## src/hw/uart_params.svh

```systemverilog
// ********************
// UART parameters
// Widths, register bit positions and reset values
// ********************
`ifndef UART_PARAMS_SVH
`define UART_PARAMS_SVH

`define UART_ADDR_W        4
`define UART_DATA_W        8
`define UART_DL_W          16
`define UART_OVERSAMPLE    16
`define UART_LCR_RESET     8'h03

// Line status bits
`define UART_LS_DR         0
`define UART_LS_OE         1
`define UART_LS_FE         3
`define UART_LS_THRE       5
`define UART_LS_TEMT       6

// Interrupt enable bits
`define UART_IE_RDA        0
`define UART_IE_THRE       1
`define UART_IE_RLS        2

`define UART_LC_DL         7
`define UART_MC_LOOP       4

`endif

```

## src/hw/uart_pkg.sv

```systemverilog
// ********************
// UART types
// Register index, interrupt identity and serial FSM states
// ********************
`default_nettype none
`include "uart_params.svh"

package uart_pkg;

	typedef enum logic [`UART_ADDR_W-1:0] {
		REG_RB_TR = 4'd0,
		REG_IE    = 4'd1,
		REG_II    = 4'd2,
		REG_LC    = 4'd3,
		REG_MC    = 4'd4,
		REG_LS    = 4'd5,
		REG_SR    = 4'd7,
		REG_EN    = 4'd8
	} uart_reg_e;

	// Read back in the low nibble of IIR
	typedef enum logic [3:0] {
		INT_NONE = 4'd1,
		INT_THRE = 4'd2,
		INT_RDA  = 4'd4,
		INT_RLS  = 4'd6
	} uart_int_id_e;

	typedef enum logic [1:0] {RX_IDLE, RX_START, RX_DATA, RX_STOP} rx_state_e;
	typedef enum logic [1:0] {TX_IDLE, TX_START, TX_DATA, TX_STOP} tx_state_e;

endpackage

`default_nettype wire

```

## src/hw/uart_baud_gen.sv

```systemverilog
// ********************
// UART baud generator
// Divides the clock by the divisor latch into a 16x tick
// ********************
`default_nettype none
`timescale 1ns/1ps
`include "uart_params.svh"

module uart_baud_gen (
	input  logic                  rvx_port_07,
	input  logic                  rvx_port_02,
	input  logic [`UART_DL_W-1:0] divisor,
	output logic                  baud_tick
);

	logic [`UART_DL_W-1:0] cnt;

	// Tick on every reload, one per divisor cycles
	always_ff @(posedge rvx_port_07 or posedge rvx_port_02)
	begin
		if (rvx_port_02)
		begin
			cnt       <= '0;
			baud_tick <= 1'b0;
		end
		else if (divisor == '0)
		begin
			cnt       <= '0;
			baud_tick <= 1'b0;
		end
		else if (cnt == '0)
		begin
			cnt       <= divisor - 1'b1;
			baud_tick <= 1'b1;
		end
		else
		begin
			cnt       <= cnt - 1'b1;
			baud_tick <= 1'b0;
		end
	end

endmodule

`default_nettype wire

```

## src/hw/uart_rx_path.sv

```systemverilog
// ********************
// UART receive path
// Samples the line at mid bit, keeps RBR and its status flags
// ********************
`default_nettype none
`timescale 1ns/1ps
`include "uart_params.svh"

module uart_rx_path (
	input  logic                    rvx_port_07,
	input  logic                    rvx_port_02,
	input  logic                    baud_tick,
	input  logic                    serial_in,
	input  logic                    rbr_read,
	input  logic                    lsr_read,
	output logic [`UART_DATA_W-1:0] rbr_data,
	output logic                    data_ready,
	output logic                    overrun,
	output logic                    framing_err
);

	localparam int TICK_W = $clog2(`UART_OVERSAMPLE);
	localparam int BIT_W  = $clog2(`UART_DATA_W);

	uart_pkg::rx_state_e     state;
	logic                    sync_q1;
	logic                    rx_in;
	logic [TICK_W-1:0]       tick_cnt;
	logic [BIT_W-1:0]        bit_cnt;
	logic [`UART_DATA_W-1:0] shift_reg;
	logic                    half_bit;
	logic                    bit_end;
	logic                    frame_done;

	assign half_bit   = baud_tick && (tick_cnt == TICK_W'(`UART_OVERSAMPLE / 2 - 1));
	assign bit_end    = baud_tick && (tick_cnt == TICK_W'(`UART_OVERSAMPLE - 1));
	assign frame_done = (state == uart_pkg::RX_STOP) && bit_end;

	// Line idles high
	always_ff @(posedge rvx_port_07 or posedge rvx_port_02)
	begin
		if (rvx_port_02)
		begin
			sync_q1 <= 1'b1;
			rx_in   <= 1'b1;
		end
		else
		begin
			sync_q1 <= serial_in;
			rx_in   <= sync_q1;
		end
	end

	always_ff @(posedge rvx_port_07 or posedge rvx_port_02)
	begin
		if (rvx_port_02)
		begin
			state    <= uart_pkg::RX_IDLE;
			tick_cnt <= '0;
			bit_cnt  <= '0;
		end
		else
		begin
			case (state)
			uart_pkg::RX_IDLE:
			begin
				tick_cnt <= '0;
				if (baud_tick && !rx_in)
					state <= uart_pkg::RX_START;
			end
			uart_pkg::RX_START:
			begin
				// Reject glitches shorter than half a bit
				if (half_bit)
				begin
					tick_cnt <= '0;
					bit_cnt  <= '0;
					state    <= rx_in ? uart_pkg::RX_IDLE : uart_pkg::RX_DATA;
				end
				else if (baud_tick)
					tick_cnt <= tick_cnt + 1'b1;
			end
			uart_pkg::RX_DATA:
			begin
				if (bit_end)
				begin
					tick_cnt <= '0;
					bit_cnt  <= bit_cnt + 1'b1;
					if (bit_cnt == BIT_W'(`UART_DATA_W - 1))
						state <= uart_pkg::RX_STOP;
				end
				else if (baud_tick)
					tick_cnt <= tick_cnt + 1'b1;
			end
			default:
			begin
				if (bit_end)
					state <= uart_pkg::RX_IDLE;
				else if (baud_tick)
					tick_cnt <= tick_cnt + 1'b1;
			end
			endcase
		end
	end

	// LSB first
	always_ff @(posedge rvx_port_07)
	begin
		if ((state == uart_pkg::RX_DATA) && bit_end)
			shift_reg <= {rx_in, shift_reg[`UART_DATA_W-1:1]};
		if (frame_done)
			rbr_data <= shift_reg;
	end

	// ********************
	// Sticky status, set wins over clear
	// ********************
	always_ff @(posedge rvx_port_07 or posedge rvx_port_02)
	begin
		if (rvx_port_02)
		begin
			data_ready  <= 1'b0;
			overrun     <= 1'b0;
			framing_err <= 1'b0;
		end
		else
		begin
			if (frame_done)
				data_ready <= 1'b1;
			else if (rbr_read)
				data_ready <= 1'b0;
			if (frame_done && data_ready && !rbr_read)
				overrun <= 1'b1;
			else if (lsr_read)
				overrun <= 1'b0;
			if (frame_done && !rx_in)
				framing_err <= 1'b1;
			else if (lsr_read)
				framing_err <= 1'b0;
		end
	end

endmodule

`default_nettype wire

```

## src/hw/uart_tx_path.sv

```systemverilog
// ********************
// UART transmit path
// One holding byte shifted out as start, 8 data, stop
// ********************
`default_nettype none
`timescale 1ns/1ps
`include "uart_params.svh"

module uart_tx_path (
	input  logic                    rvx_port_07,
	input  logic                    rvx_port_02,
	input  logic                    baud_tick,
	input  logic                    thr_load,
	input  logic [`UART_DATA_W-1:0] thr_data,
	output logic                    serial_out,
	output logic                    thr_empty,
	output logic                    tx_empty
);

	localparam int TICK_W = $clog2(`UART_OVERSAMPLE);
	localparam int BIT_W  = $clog2(`UART_DATA_W);

	uart_pkg::tx_state_e     state;
	logic [TICK_W-1:0]       tick_cnt;
	logic [BIT_W-1:0]        bit_cnt;
	logic [`UART_DATA_W-1:0] thr_reg;
	logic [`UART_DATA_W-1:0] shifter;
	logic                    bit_end;
	logic                    take;

	assign bit_end = baud_tick && (tick_cnt == TICK_W'(`UART_OVERSAMPLE - 1));
	assign take    = (state == uart_pkg::TX_IDLE) && baud_tick && !thr_empty;

	always_ff @(posedge rvx_port_07)
	begin
		if (thr_load)
			thr_reg <= thr_data;
		if (take)
			shifter <= thr_reg;
		else if ((state == uart_pkg::TX_DATA) && bit_end)
			shifter <= shifter >> 1;
	end

	always_ff @(posedge rvx_port_07 or posedge rvx_port_02)
	begin
		if (rvx_port_02)
		begin
			state      <= uart_pkg::TX_IDLE;
			tick_cnt   <= '0;
			bit_cnt    <= '0;
			serial_out <= 1'b1;
			thr_empty  <= 1'b1;
			tx_empty   <= 1'b1;
		end
		else
		begin
			if (thr_load)
				thr_empty <= 1'b0;
			else if (take)
				thr_empty <= 1'b1;

			if ((state == uart_pkg::TX_IDLE) || bit_end)
				tick_cnt <= '0;
			else if (baud_tick)
				tick_cnt <= tick_cnt + 1'b1;

			case (state)
			uart_pkg::TX_IDLE:
			begin
				if (take)
				begin
					state      <= uart_pkg::TX_START;
					serial_out <= 1'b0;
				end
			end
			uart_pkg::TX_START:
			begin
				if (bit_end)
				begin
					state      <= uart_pkg::TX_DATA;
					serial_out <= shifter[0];
					bit_cnt    <= '0;
				end
			end
			uart_pkg::TX_DATA:
			begin
				if (bit_end && (bit_cnt == BIT_W'(`UART_DATA_W - 1)))
				begin
					state      <= uart_pkg::TX_STOP;
					serial_out <= 1'b1;
				end
				else if (bit_end)
				begin
					serial_out <= shifter[1];
					bit_cnt    <= bit_cnt + 1'b1;
				end
			end
			default:
			begin
				// Frame over, idle only if nothing is waiting
				if (bit_end)
				begin
					state    <= uart_pkg::TX_IDLE;
					tx_empty <= thr_empty;
				end
			end
			endcase

			if (thr_load)
				tx_empty <= 1'b0;
		end
	end

endmodule

`default_nettype wire

```

## src/hw/uart_regs.sv

```systemverilog
// ********************
// UART register block
// Host decode, control registers and read data mux
// ********************
`default_nettype none
`timescale 1ns/1ps
`include "uart_params.svh"

module uart_regs (
	input  logic                    rvx_port_07,
	input  logic                    rvx_port_02,
	input  logic                    reg_write,
	input  logic                    reg_read,
	input  logic [`UART_ADDR_W-1:0] reg_addr,
	input  logic [`UART_DATA_W-1:0] reg_wdata,
	output logic [`UART_DATA_W-1:0] reg_rdata,
	input  logic [`UART_DATA_W-1:0] rbr_data,
	input  logic                    data_ready,
	input  logic                    overrun,
	input  logic                    framing_err,
	input  logic                    thr_empty,
	input  logic                    tx_empty,
	input  uart_pkg::uart_int_id_e  int_id,
	output logic [`UART_DL_W-1:0]   divisor,
	output logic [2:0]              ier,
	output logic                    thr_load,
	output logic [`UART_DATA_W-1:0] thr_data,
	output logic                    rbr_read,
	output logic                    lsr_read,
	output logic                    iir_read,
	output logic                    loopback,
	output logic                    enable
);

	uart_pkg::uart_reg_e     reg_idx;
	logic [`UART_DATA_W-1:0] lcr;
	logic [4:0]              mcr;
	logic [`UART_DATA_W-1:0] scr;
	logic [`UART_DATA_W-1:0] lsr;
	logic                    dlab;

	assign reg_idx  = uart_pkg::uart_reg_e'(reg_addr);
	assign dlab     = lcr[`UART_LC_DL];
	assign loopback = mcr[`UART_MC_LOOP];

	// Access strobes, DLAB steals index 0 and 1
	assign thr_load = reg_write && (reg_idx == uart_pkg::REG_RB_TR) && !dlab;
	assign thr_data = reg_wdata;
	assign rbr_read = reg_read && (reg_idx == uart_pkg::REG_RB_TR) && !dlab;
	assign lsr_read = reg_read && (reg_idx == uart_pkg::REG_LS);
	assign iir_read = reg_read && (reg_idx == uart_pkg::REG_II);

	always_ff @(posedge rvx_port_07 or posedge rvx_port_02)
	begin
		if (rvx_port_02)
		begin
			lcr     <= `UART_LCR_RESET;
			divisor <= '0;
			ier     <= '0;
			mcr     <= '0;
			scr     <= '0;
			enable  <= 1'b0;
		end
		else if (reg_write)
		begin
			case (reg_idx)
			uart_pkg::REG_RB_TR: if (dlab) divisor[7:0] <= reg_wdata;
			uart_pkg::REG_IE:
			begin
				if (dlab)
					divisor[15:8] <= reg_wdata;
				else
					ier <= reg_wdata[2:0];
			end
			uart_pkg::REG_LC: lcr <= reg_wdata;
			uart_pkg::REG_MC: mcr <= reg_wdata[4:0];
			uart_pkg::REG_SR: scr <= reg_wdata;
			uart_pkg::REG_EN: enable <= reg_wdata[0];
			default: ;
			endcase
		end
	end

	always_comb
	begin
		lsr                 = '0;
		lsr[`UART_LS_DR]    = data_ready;
		lsr[`UART_LS_OE]    = overrun;
		lsr[`UART_LS_FE]    = framing_err;
		lsr[`UART_LS_THRE]  = thr_empty;
		lsr[`UART_LS_TEMT]  = tx_empty;
	end

	always_comb
	begin
		case (reg_idx)
		uart_pkg::REG_RB_TR: reg_rdata = dlab ? divisor[7:0] : rbr_data;
		uart_pkg::REG_IE:    reg_rdata = dlab ? divisor[15:8] : {5'b0, ier};
		uart_pkg::REG_II:    reg_rdata = {4'b0, int_id};
		uart_pkg::REG_LC:    reg_rdata = lcr;
		uart_pkg::REG_MC:    reg_rdata = {3'b0, mcr};
		uart_pkg::REG_LS:    reg_rdata = lsr;
		uart_pkg::REG_SR:    reg_rdata = scr;
		uart_pkg::REG_EN:    reg_rdata = {7'b0, enable};
		default:             reg_rdata = '0;
		endcase
	end

endmodule

`default_nettype wire

```

## src/hw/uart_int_ctrl.sv

```systemverilog
// ********************
// UART interrupt control
// Priority RLS, RDA, THRE into IIR and the irq line
// ********************
`default_nettype none
`timescale 1ns/1ps
`include "uart_params.svh"

module uart_int_ctrl (
	input  logic                   rvx_port_07,
	input  logic                   rvx_port_02,
	input  logic                   thr_load,
	input  logic                   iir_read,
	input  logic                   thr_empty,
	input  logic                   data_ready,
	input  logic                   overrun,
	input  logic                   framing_err,
	input  logic [2:0]             ier,
	output uart_pkg::uart_int_id_e int_id,
	output logic                   irq
);

	logic thr_empty_q;
	logic thre_pend;
	logic rls_int;
	logic rda_int;
	logic thre_int;

	assign rls_int  = ier[`UART_IE_RLS] && (overrun || framing_err);
	assign rda_int  = ier[`UART_IE_RDA] && data_ready;
	assign thre_int = ier[`UART_IE_THRE] && thre_pend;

	always_ff @(posedge rvx_port_07 or posedge rvx_port_02)
	begin
		if (rvx_port_02)
		begin
			thr_empty_q <= 1'b1;
			thre_pend   <= 1'b0;
			int_id      <= uart_pkg::INT_NONE;
			irq         <= 1'b0;
		end
		else
		begin
			thr_empty_q <= thr_empty;
			// THRE is acked by a new byte or by reading IIR while it shows THRE
			if (thr_load || (iir_read && (int_id == uart_pkg::INT_THRE)))
				thre_pend <= 1'b0;
			else if (thr_empty && !thr_empty_q)
				thre_pend <= 1'b1;

			if (rls_int)
				int_id <= uart_pkg::INT_RLS;
			else if (rda_int)
				int_id <= uart_pkg::INT_RDA;
			else if (thre_int)
				int_id <= uart_pkg::INT_THRE;
			else
				int_id <= uart_pkg::INT_NONE;
			irq <= rls_int || rda_int || thre_int;
		end
	end

endmodule

`default_nettype wire

```

## src/hw/uart_top.sv

```systemverilog
// ********************
// UART top level
// Register block, baud tick, both paths, loopback and pin gating
// ********************
`default_nettype none
`timescale 1ns/1ps
`include "uart_params.svh"

module uart_top (
	input  logic                    rvx_port_07,
	input  logic                    rvx_port_02,
	input  logic [`UART_ADDR_W-1:0] reg_addr,
	input  logic [`UART_DATA_W-1:0] reg_wdata,
	output logic [`UART_DATA_W-1:0] reg_rdata,
	input  logic                    reg_write,
	input  logic                    reg_read,
	output logic                    txd,
	input  logic                    rxd,
	output logic                    irq
);

	logic [`UART_DL_W-1:0]   divisor;
	logic [`UART_DATA_W-1:0] thr_data;
	logic [`UART_DATA_W-1:0] rbr_data;
	logic [2:0]              ier;
	uart_pkg::uart_int_id_e  int_id;
	logic baud_tick, thr_load, thr_empty, tx_empty;
	logic rbr_read, lsr_read, iir_read;
	logic data_ready, overrun, framing_err;
	logic loopback, enable;
	logic tx_serial, rx_serial;

	// Loopback takes the transmitter, a disabled port sees an idle line
	assign rx_serial = loopback ? tx_serial : (enable ? rxd : 1'b1);
	assign txd       = (loopback || !enable) ? 1'b1 : tx_serial;

	uart_regs u_regs (.*);

	uart_baud_gen u_baud (.rvx_port_07, .rvx_port_02, .divisor, .baud_tick);

	uart_rx_path u_rx (.rvx_port_07, .rvx_port_02, .baud_tick, .serial_in(rx_serial),
		.rbr_read, .lsr_read, .rbr_data, .data_ready, .overrun, .framing_err);

	uart_tx_path u_tx (.rvx_port_07, .rvx_port_02, .baud_tick, .thr_load, .thr_data,
		.serial_out(tx_serial), .thr_empty, .tx_empty);

	uart_int_ctrl u_int (.rvx_port_07, .rvx_port_02, .thr_load, .iir_read, .thr_empty,
		.data_ready, .overrun, .framing_err, .ier, .int_id, .irq);

endmodule

`default_nettype wire

```

## config.mk

```make
export PLATFORM = sky130hd
export DESIGN_NAME = uart_top
export DESIGN_NICKNAME = d
export VERILOG_FILES = /design/src/hw/uart_pkg.sv /design/src/hw/uart_baud_gen.sv /design/src/hw/uart_rx_path.sv /design/src/hw/uart_tx_path.sv /design/src/hw/uart_regs.sv /design/src/hw/uart_int_ctrl.sv /design/src/hw/uart_top.sv
export VERILOG_INCLUDE_DIRS = /design/src /design/src/hw
export SDC_FILE = /design/constraint.sdc
export NUM_CORES = 1
export LEC_CHECK = 0
export CAP_MARGIN = 15
export CORE_UTILIZATION = 46
export CTS_BUF_LIST = sky130_fd_sc_hd__clkbuf_16
export CTS_CLUSTER_DIAMETER = 30
export DETAILED_ROUTE_END_ITERATION = 8
export DONT_BUFFER_PORTS = 1
export GPL_ROUTABILITY_DRIVEN = 0
export PLACE_DENSITY = 0.61
export SKIP_CTS_REPAIR_TIMING = 1
export SYNTH_ARGS = -nofsm -noshare
export SYNTH_HDL_FRONTEND = slang
export SYNTH_SLANG_ARGS = --single-unit
```

## constraint.sdc

```tcl
create_clock -name rvx_port_07 -period 3 [get_ports rvx_port_07]
set_input_delay 0.15 -clock rvx_port_07 [delete_from_list [all_inputs] [get_ports rvx_port_07]]
set_output_delay 0.15 -clock rvx_port_07 [all_outputs]
set_load 0.03 [all_outputs]
```

==> impl_metrics.json, run 1 <==
{
  "status": "complete, no violations",
  "drc": 0,
  "wl_per_cell_microns": 19.1,
  "viasPerCell": 5.82,
  "finalClockSkew_ns": 0.00705,
  "synth_top_area_share_pct": 34.1,
  "hold_viol": 0,
  "critical_path_class": "flip-flop to flip-flop",
  "arrival_ns": 3.02,
  "worst-slew-pin-transition_ns": 0.995,
  "power_frac_comb_pct": 25.5,
  "antenna_left": 0,
  "slew_headroom_pct": 33.6,
  "syn_avg_cell_area_sq_um": 11.3,
  "die_h_microns": 116,
  "power_switching_share_pct": 33.8,
  "final.period_utilization_pct": 90.4,
  "setup_viol": 0,
  "first_pass_iters": 5,
  "fmax_mhz": 369,
  "rr_endpoint": "u_baud.cnt[12]",
  "cts_max_level": 4,
  "drt-total-wl_microns": 14100,
  "ff2ff_path_depth": 10,
  "drtIter0Drc": 363,
  "port_buffers": 0,
  "drive_above_1_share_pct": 19.3,
  "max_cap_viol_count": 0,
  "synthTopCellsByArea": "dfrtp_1, edfxtp_1, mux2_2",
  "path_clk_slew_ns": 0.06,
  "insertion_delay_ns": 0.42,
  "grt_pass1_wl_microns": 22000,
  "synth_cell_types": 65,
  "slew_violations": 0,
  "clockBufferDepth": 2,
  "yosysMostFrequentCell": "dfrtp_1",
  "reg.largest.list": "u_baud.cnt (16), u_regs.divisor (16)",
  "rsz0062_at_grt": "false",
  "root_buffer": "clkbuf_16",
  "ir_drop_v": 0.000593,
  "rows": 41,
  "grt_max_degree": 57,
  "synth_edf_count": 32,
  "io_pins": 27,
  "tns_ns": 0,
  "synth_fp_nets": 559,
  "gr-total-overflow": 0,
  "cp_data_required_time_ns": 3.31,
  "cts_made_buffers": 17,
  "reg2reg_slack_ns": 0.29,
  "yosys_warnings": 0,
  "num_vias": 4286,
  "hpwl_microns": 9910,
  "power_frac_seq_pct": 43.4,
  "p_sw_mw": 1.88,
  "powerDensity_nw_per_um2": 819,
  "timing.rr.start": "u_baud.cnt[2]",
  "first_global_vias": 4065,
  "antenna_found_initial": 1,
  "whs_path_depth": 2,
  "area_growth_pct": 14.3,
  "die-width_microns": 116,
  "critPathMaxFanout": 7,
  "syn_inst": 526,
  "hold_end": "u_regs.enable",
  "post-route-util_pct": 53.8,
  "synth_common_cells": "dfrtp_1, mux2_2, nand2_1",
  "cts_tree": "built",
  "nNetsFinal": 584,
  "synth_seq_cells": 122,
  "netlist_area_sq_um": 5940,
  "startpoint_type": "flip-flop",
  "synth_flop_cell": "dfrtp_1",
  "cts.sinks": 122,
  "endpoint_kind": "flip-flop",
  "layout_min_cycle_time_ns": 2.71,
  "p_leak_nw": 2.83,
  "p_int_mw": 3.68,
  "clkPwrFrac_pct": 31.0,
  "hold_path.class": "primary input to flip-flop",
  "initial_core_util_pct": 47.1,
  "synth_area_leader_cell": "dfrtp_1",
  "holdCritStartpoint": "reg_addr[2]",
  "track_usage_pct": 22.6,
  "yosysSeqAreaShare_pct": 54.3,
  "coreArea_sq_um": 12600,
  "dieArea_sq_um": 13400,
  "async_flop_share_pct": 73.8
}
layout by cell type, fill, tap and decap left out, types with 3 or more instances in the layout:
master,count
ha_1,16
nand3_1,15
a22oi_1,9
nand3b_1,3
dfstp_2,9
inv_1,22
xnor2_1,4
a31oi_1,3
and2_1,5
a21o_1,4
dlygate4sd3_1,11
clkinv_2,9
xor2_1,5
nor4_1,6
nand4_1,6
o22ai_1,3
nand2b_1,6
nor3_2,4
buf_4,7
edfxtp_1,32
nor3_1,15
nand2_1,51
or3_1,4
nor2_1,41
o21ai_0,24
nor3b_1,3
clkbuf_16,17
nor2b_1,3
dfrtp_1,81
a21oi_1,35
mux2i_1,8
a22o_1,3
mux2_2,51
metal layers:
| metal | part of all wire (%) | up-vias | GRT usage, % | routed length (microns) |
|---|---|---|---|---|
| li1 | - | 1994 | - | - |
| met1 | 47 | 2142 | 31.3 | 6690 |
| met2 | 44 | 135 | 32.6 | 6230 |
| met3 | 7.0 | 15 | 7.90 | 983 |
| met4 | 1.3 | 0 | 8.38 | 176 |
| met5 | 0 | - | 0 | 0 |
area by class of cell:
cell class | instances | area [sq um]
Fill cell | 1147 | 5830
Tap cell | 172 | 215
Clock buffer | 17 | 425
Inverter | 18 | 68.8
Antenna cell | 1 | 2.50
Clock inverter | 15 | 72.6
Timing Repair Buffer | 20 | 190
Sequential cell | 122 | 3220
Multi-Input combinational cell | 372 | 2590
power groups by stage:
| stage | Clock (mW) | Sequential (mW) | Combinational, mW |
|---|---|---|---|
| after floorplan | 0 | 2.31 | 1.15 |
| after global placement | 0 | 2.42 | 1.35 |
| after detailed placement | 0 | 2.43 | 1.38 |
| after CTS | 1.76 | 2.41 | 1.39 |
| after global routing | 1.84 | 2.46 | 1.59 |
| final | 1.73 | 2.41 | 1.42 |
how the worst max path moves through the flow:
stage	endpoint	slack (ns)	depth (start not counted)	startpoint
5_1_grt	u_baud.cnt[12]	0.10	10	u_baud.cnt[4]
3_3_place_gp	u_baud.cnt[12]	0.45	10	u_baud.cnt[2]
2_1_floorplan	u_baud.cnt[12]	0.51	11	u_baud.cnt[2]
4_1_cts	u_baud.cnt[12]	0.35	10	u_baud.cnt[2]
3_5_place_dp	u_baud.cnt[12]	0.35	10	u_baud.cnt[2]
6_report	u_baud.cnt[12]	0.29	10	u_baud.cnt[2]
per-stage QoR:
step / setup slack [ns] / cell area, sq um / power [mW] / cells / hold slack [ns]
floorplan: 0.505 / 5940 / 3.46 / 526 / 0.249
global placement: 0.454 / 6180 / 3.77 / 692 / 0.249
detailed placement: 0.350 / 6180 / 3.82 / 692 / 0.249
CTS: 0.347 / 6670 / 5.56 / 724 / -0.186
global route: 0.103 / 6790 / 5.88 / 736 / 0.00848
finish: 0.287 / 6790 / 5.56 / 737 / 0.0102
critical path, cell delays in order, from the launching register on:
cell	delay (ns)
dfrtp_1	0.45
nor4_4	0.43
nand4_1	0.33
nor2_1	0.27
a21oi_1	0.13
ha_1	0.20
inv_1	0.05
a311o_1	0.31
nor4b_1	0.11
xnor2_1	0.15
and2_1	0.17
logic make-up after synthesis:
logic type	after synthesis	share of synthesized area, %
and+or+nand+nor	180	15.9
DFF	122	54.3
AOI/OAI and AO/OA	108	12.1
muxes	59	11.0
buffers and inverters	32	2.06
adders and majority gates	16	3.37
xor gates and xnor gates	9	1.33
(Power assumes the default switching activity.)
==> run 2, diff against run 1 <==
- CTS_BUF_LIST: sky130_fd_sc_hd__clkbuf_16 -> sky130_fd_sc_hd__clkbuf_2
==> run 2 against run 1 <==
Net effect: power fell by 16%; routed wire length is 0.48% lower; design area down 4.2%; clock skew is 0.025 ns higher; final cell count grew 0.68%; register-to-register slack barely moved; sequential power is essentially flat; via count rose by 0.68%; non-clock buffer count grew 5; first-iteration DRC count decreased by 13%; sequential share of layout area is 2.1 points higher; utilization fell by 2.3 points; critical path type unchanged; largest cell class unchanged; highest routed layer is now met5.
==> impl_metrics.json, run 2 (same netlist as run 1, synthesis figures left out) <==
{
  "status": "complete, no violations",
  "antenna_left": 0,
  "setup_viol": 0,
  "layout_common_cells": "dfrtp_1, nand2_1, mux2_2",
  "tns_ns": 0,
  "arrival_ns": 3.35,
  "area_growth_pct": 9.56,
  "rsz0062_at_grt": "false",
  "insertion_delay_ns": 0.71,
  "drive_above_1_share_pct": 20.0,
  "power_frac_seq_pct": 51.7,
  "slowest_delay_ns": 0.50,
  "ir_drop_v": 0.000315,
  "track_usage_pct": 22.2,
  "fmax_mhz": 368,
  "coreArea_sq_um": 12600,
  "slew_headroom_pct": 33.2,
  "endpoint_kind": "flip-flop",
  "clkPwrFrac_pct": 17.6,
  "drc": 0,
  "io_pins": 27,
  "startpoint_type": "flip-flop",
  "viasPerCell": 5.82,
  "cp_cell_sequence": "nor4_4, nand4_1, nor2_1, a21oi_1, ha_1, inv_1, a311o_1, nor4b_1, xnor2_1, and2_1",
  "powerDensity_nw_per_um2": 715,
  "die-width_microns": 116,
  "cts_tree": "built",
  "dieArea_sq_um": 13400,
  "cts_made_buffers": 17,
  "grt_pass1_wl_microns": 21700,
  "slowest_stage": "dfrtp_1",
  "nNetsFinal": 589,
  "grt_max_degree": 57,
  "root_buffer": "clkbuf_2",
  "ff2ff_path_depth": 10,
  "busiest_layer": "met2",
  "cts.sinks": 122,
  "drt-total-wl_microns": 14000,
  "rr_endpoint": "u_baud.cnt[12]",
  "gr-usage-met3_pct": 7.48,
  "p_int_mw": 2.87,
  "critPathMaxFanout": 7,
  "p_sw_mw": 1.78,
  "die_h_microns": 116,
  "finalClockSkew_ns": 0.0319,
  "grt_util_met1_pct": 30.6,
  "power_frac_comb_pct": 30.7,
  "p_leak_nw": 2.71,
  "max_cap_viol_count": 0,
  "rows": 41,
  "worst-slew-pin-transition_ns": 1.00,
  "reg2reg_slack_ns": 0.28,
  "path_clk_slew_ns": 0.19,
  "first_global_vias": 4063,
  "slew_violations": 0,
  "clockBufferDepth": 2,
  "power_switching_share_pct": 38.2,
  "final.period_utilization_pct": 90.7,
  "antenna_found_initial": 3,
  "num_vias": 4315,
  "hold_viol": 0,
  "hold_ws_ns": 0.0639,
  "first_pass_iters": 5,
  "layout_min_cycle_time_ns": 2.72,
  "wl_per_cell_microns": 18.9,
  "port_buffers": 0,
  "crit_end": "u_baud.cnt[12]",
  "critical_path_class": "flip-flop to flip-flop",
  "use_met2_pct": 32.1,
  "hold_path.class": "primary input to flip-flop",
  "initial_core_util_pct": 47.1,
  "cts_max_level": 4,
  "hpwl_microns": 9910,
  "gr-total-overflow": 0,
  "drtIter0Drc": 314,
  "timing.rr.start": "u_baud.cnt[4]",
  "final_common_cell": "dfrtp_1",
  "cp_data_required_time_ns": 3.63,
  "reg.largest.list": "u_baud.cnt (16), u_regs.divisor (16)",
  "crit_start": "u_baud.cnt[4]"
}
## run 2: worst min path at each step
stage                            start               end  slack (ns)  cells after the start
after CTS                  rvx_port_02  u_rx.tick_cnt[0]       -0.50                      1
after detailed placement  reg_wdata[6]   u_tx.thr_reg[6]        0.25                      0
after global routing       reg_addr[0]      u_rx.overrun        0.03                      5
final                      reg_addr[0]      u_rx.overrun        0.06                      5
after floorplan           reg_wdata[0]   u_tx.thr_reg[0]        0.25                      0
after global placement    reg_wdata[6]   u_tx.thr_reg[6]        0.25                      0
## run 2: per-stage QoR
step,worst slack (ns),instances,instance area (sq um),power [mW],util (%)
floorplan,0.505,526,5940,3.46,-
global placement,0.454,692,6180,3.77,48.9
detailed placement,0.350,692,6180,3.82,48.9
CTS,0.326,724,6340,4.63,50.2
global route,0.0819,741,6510,4.96,51.6
finish,0.280,742,6510,4.65,51.6
## run 2: critical path, delay by kind of cell (launching register included)
kind | cells | cell delay (ns)
AO/OA/AOI/OAI | 2 | 0.44
XOR/XNOR | 1 | 0.15
adder cells (fa/ha/maj) | 1 | 0.20
buffers and inverters | 1 | 0.05
flip-flops | 1 | 0.50
AND/OR/NAND/NOR | 5 | 1.30
## run 2: power by group through the flow
stage	Clock [mW]	Sequential [mW]	Combinational, mW
4_1_cts	0.842	2.40	1.39
5_1_grt	0.913	2.45	1.60
3_5_place_dp	0	2.43	1.38
3_3_place_gp	0	2.42	1.35
6_report	0.818	2.40	1.43
2_1_floorplan	0	2.31	1.15
## run 2: cell type report
class / count / area, sq um
Antenna cell: 1 / 2.50
Clock buffer: 22 / 110
Clock inverter: 10 / 53.8
Fill cell: 1174 / 6110
Inverter: 18 / 68.8
Multi-Input combinational cell: 372 / 2590
Sequential cell: 122 / 3220
Tap cell: 172 / 215
Timing Repair Buffer: 25 / 240
## run 2: per-layer routing
layer  vias to the layer above  routed length (microns)  share of wire [%]
li1                       2009                        -                  -
met1                      2140                     6460                 46
met2                       134                     6130                 44
met3                        28                     1110                7.9
met4                         4                      276                2.0
met5                         -                       27               0.19
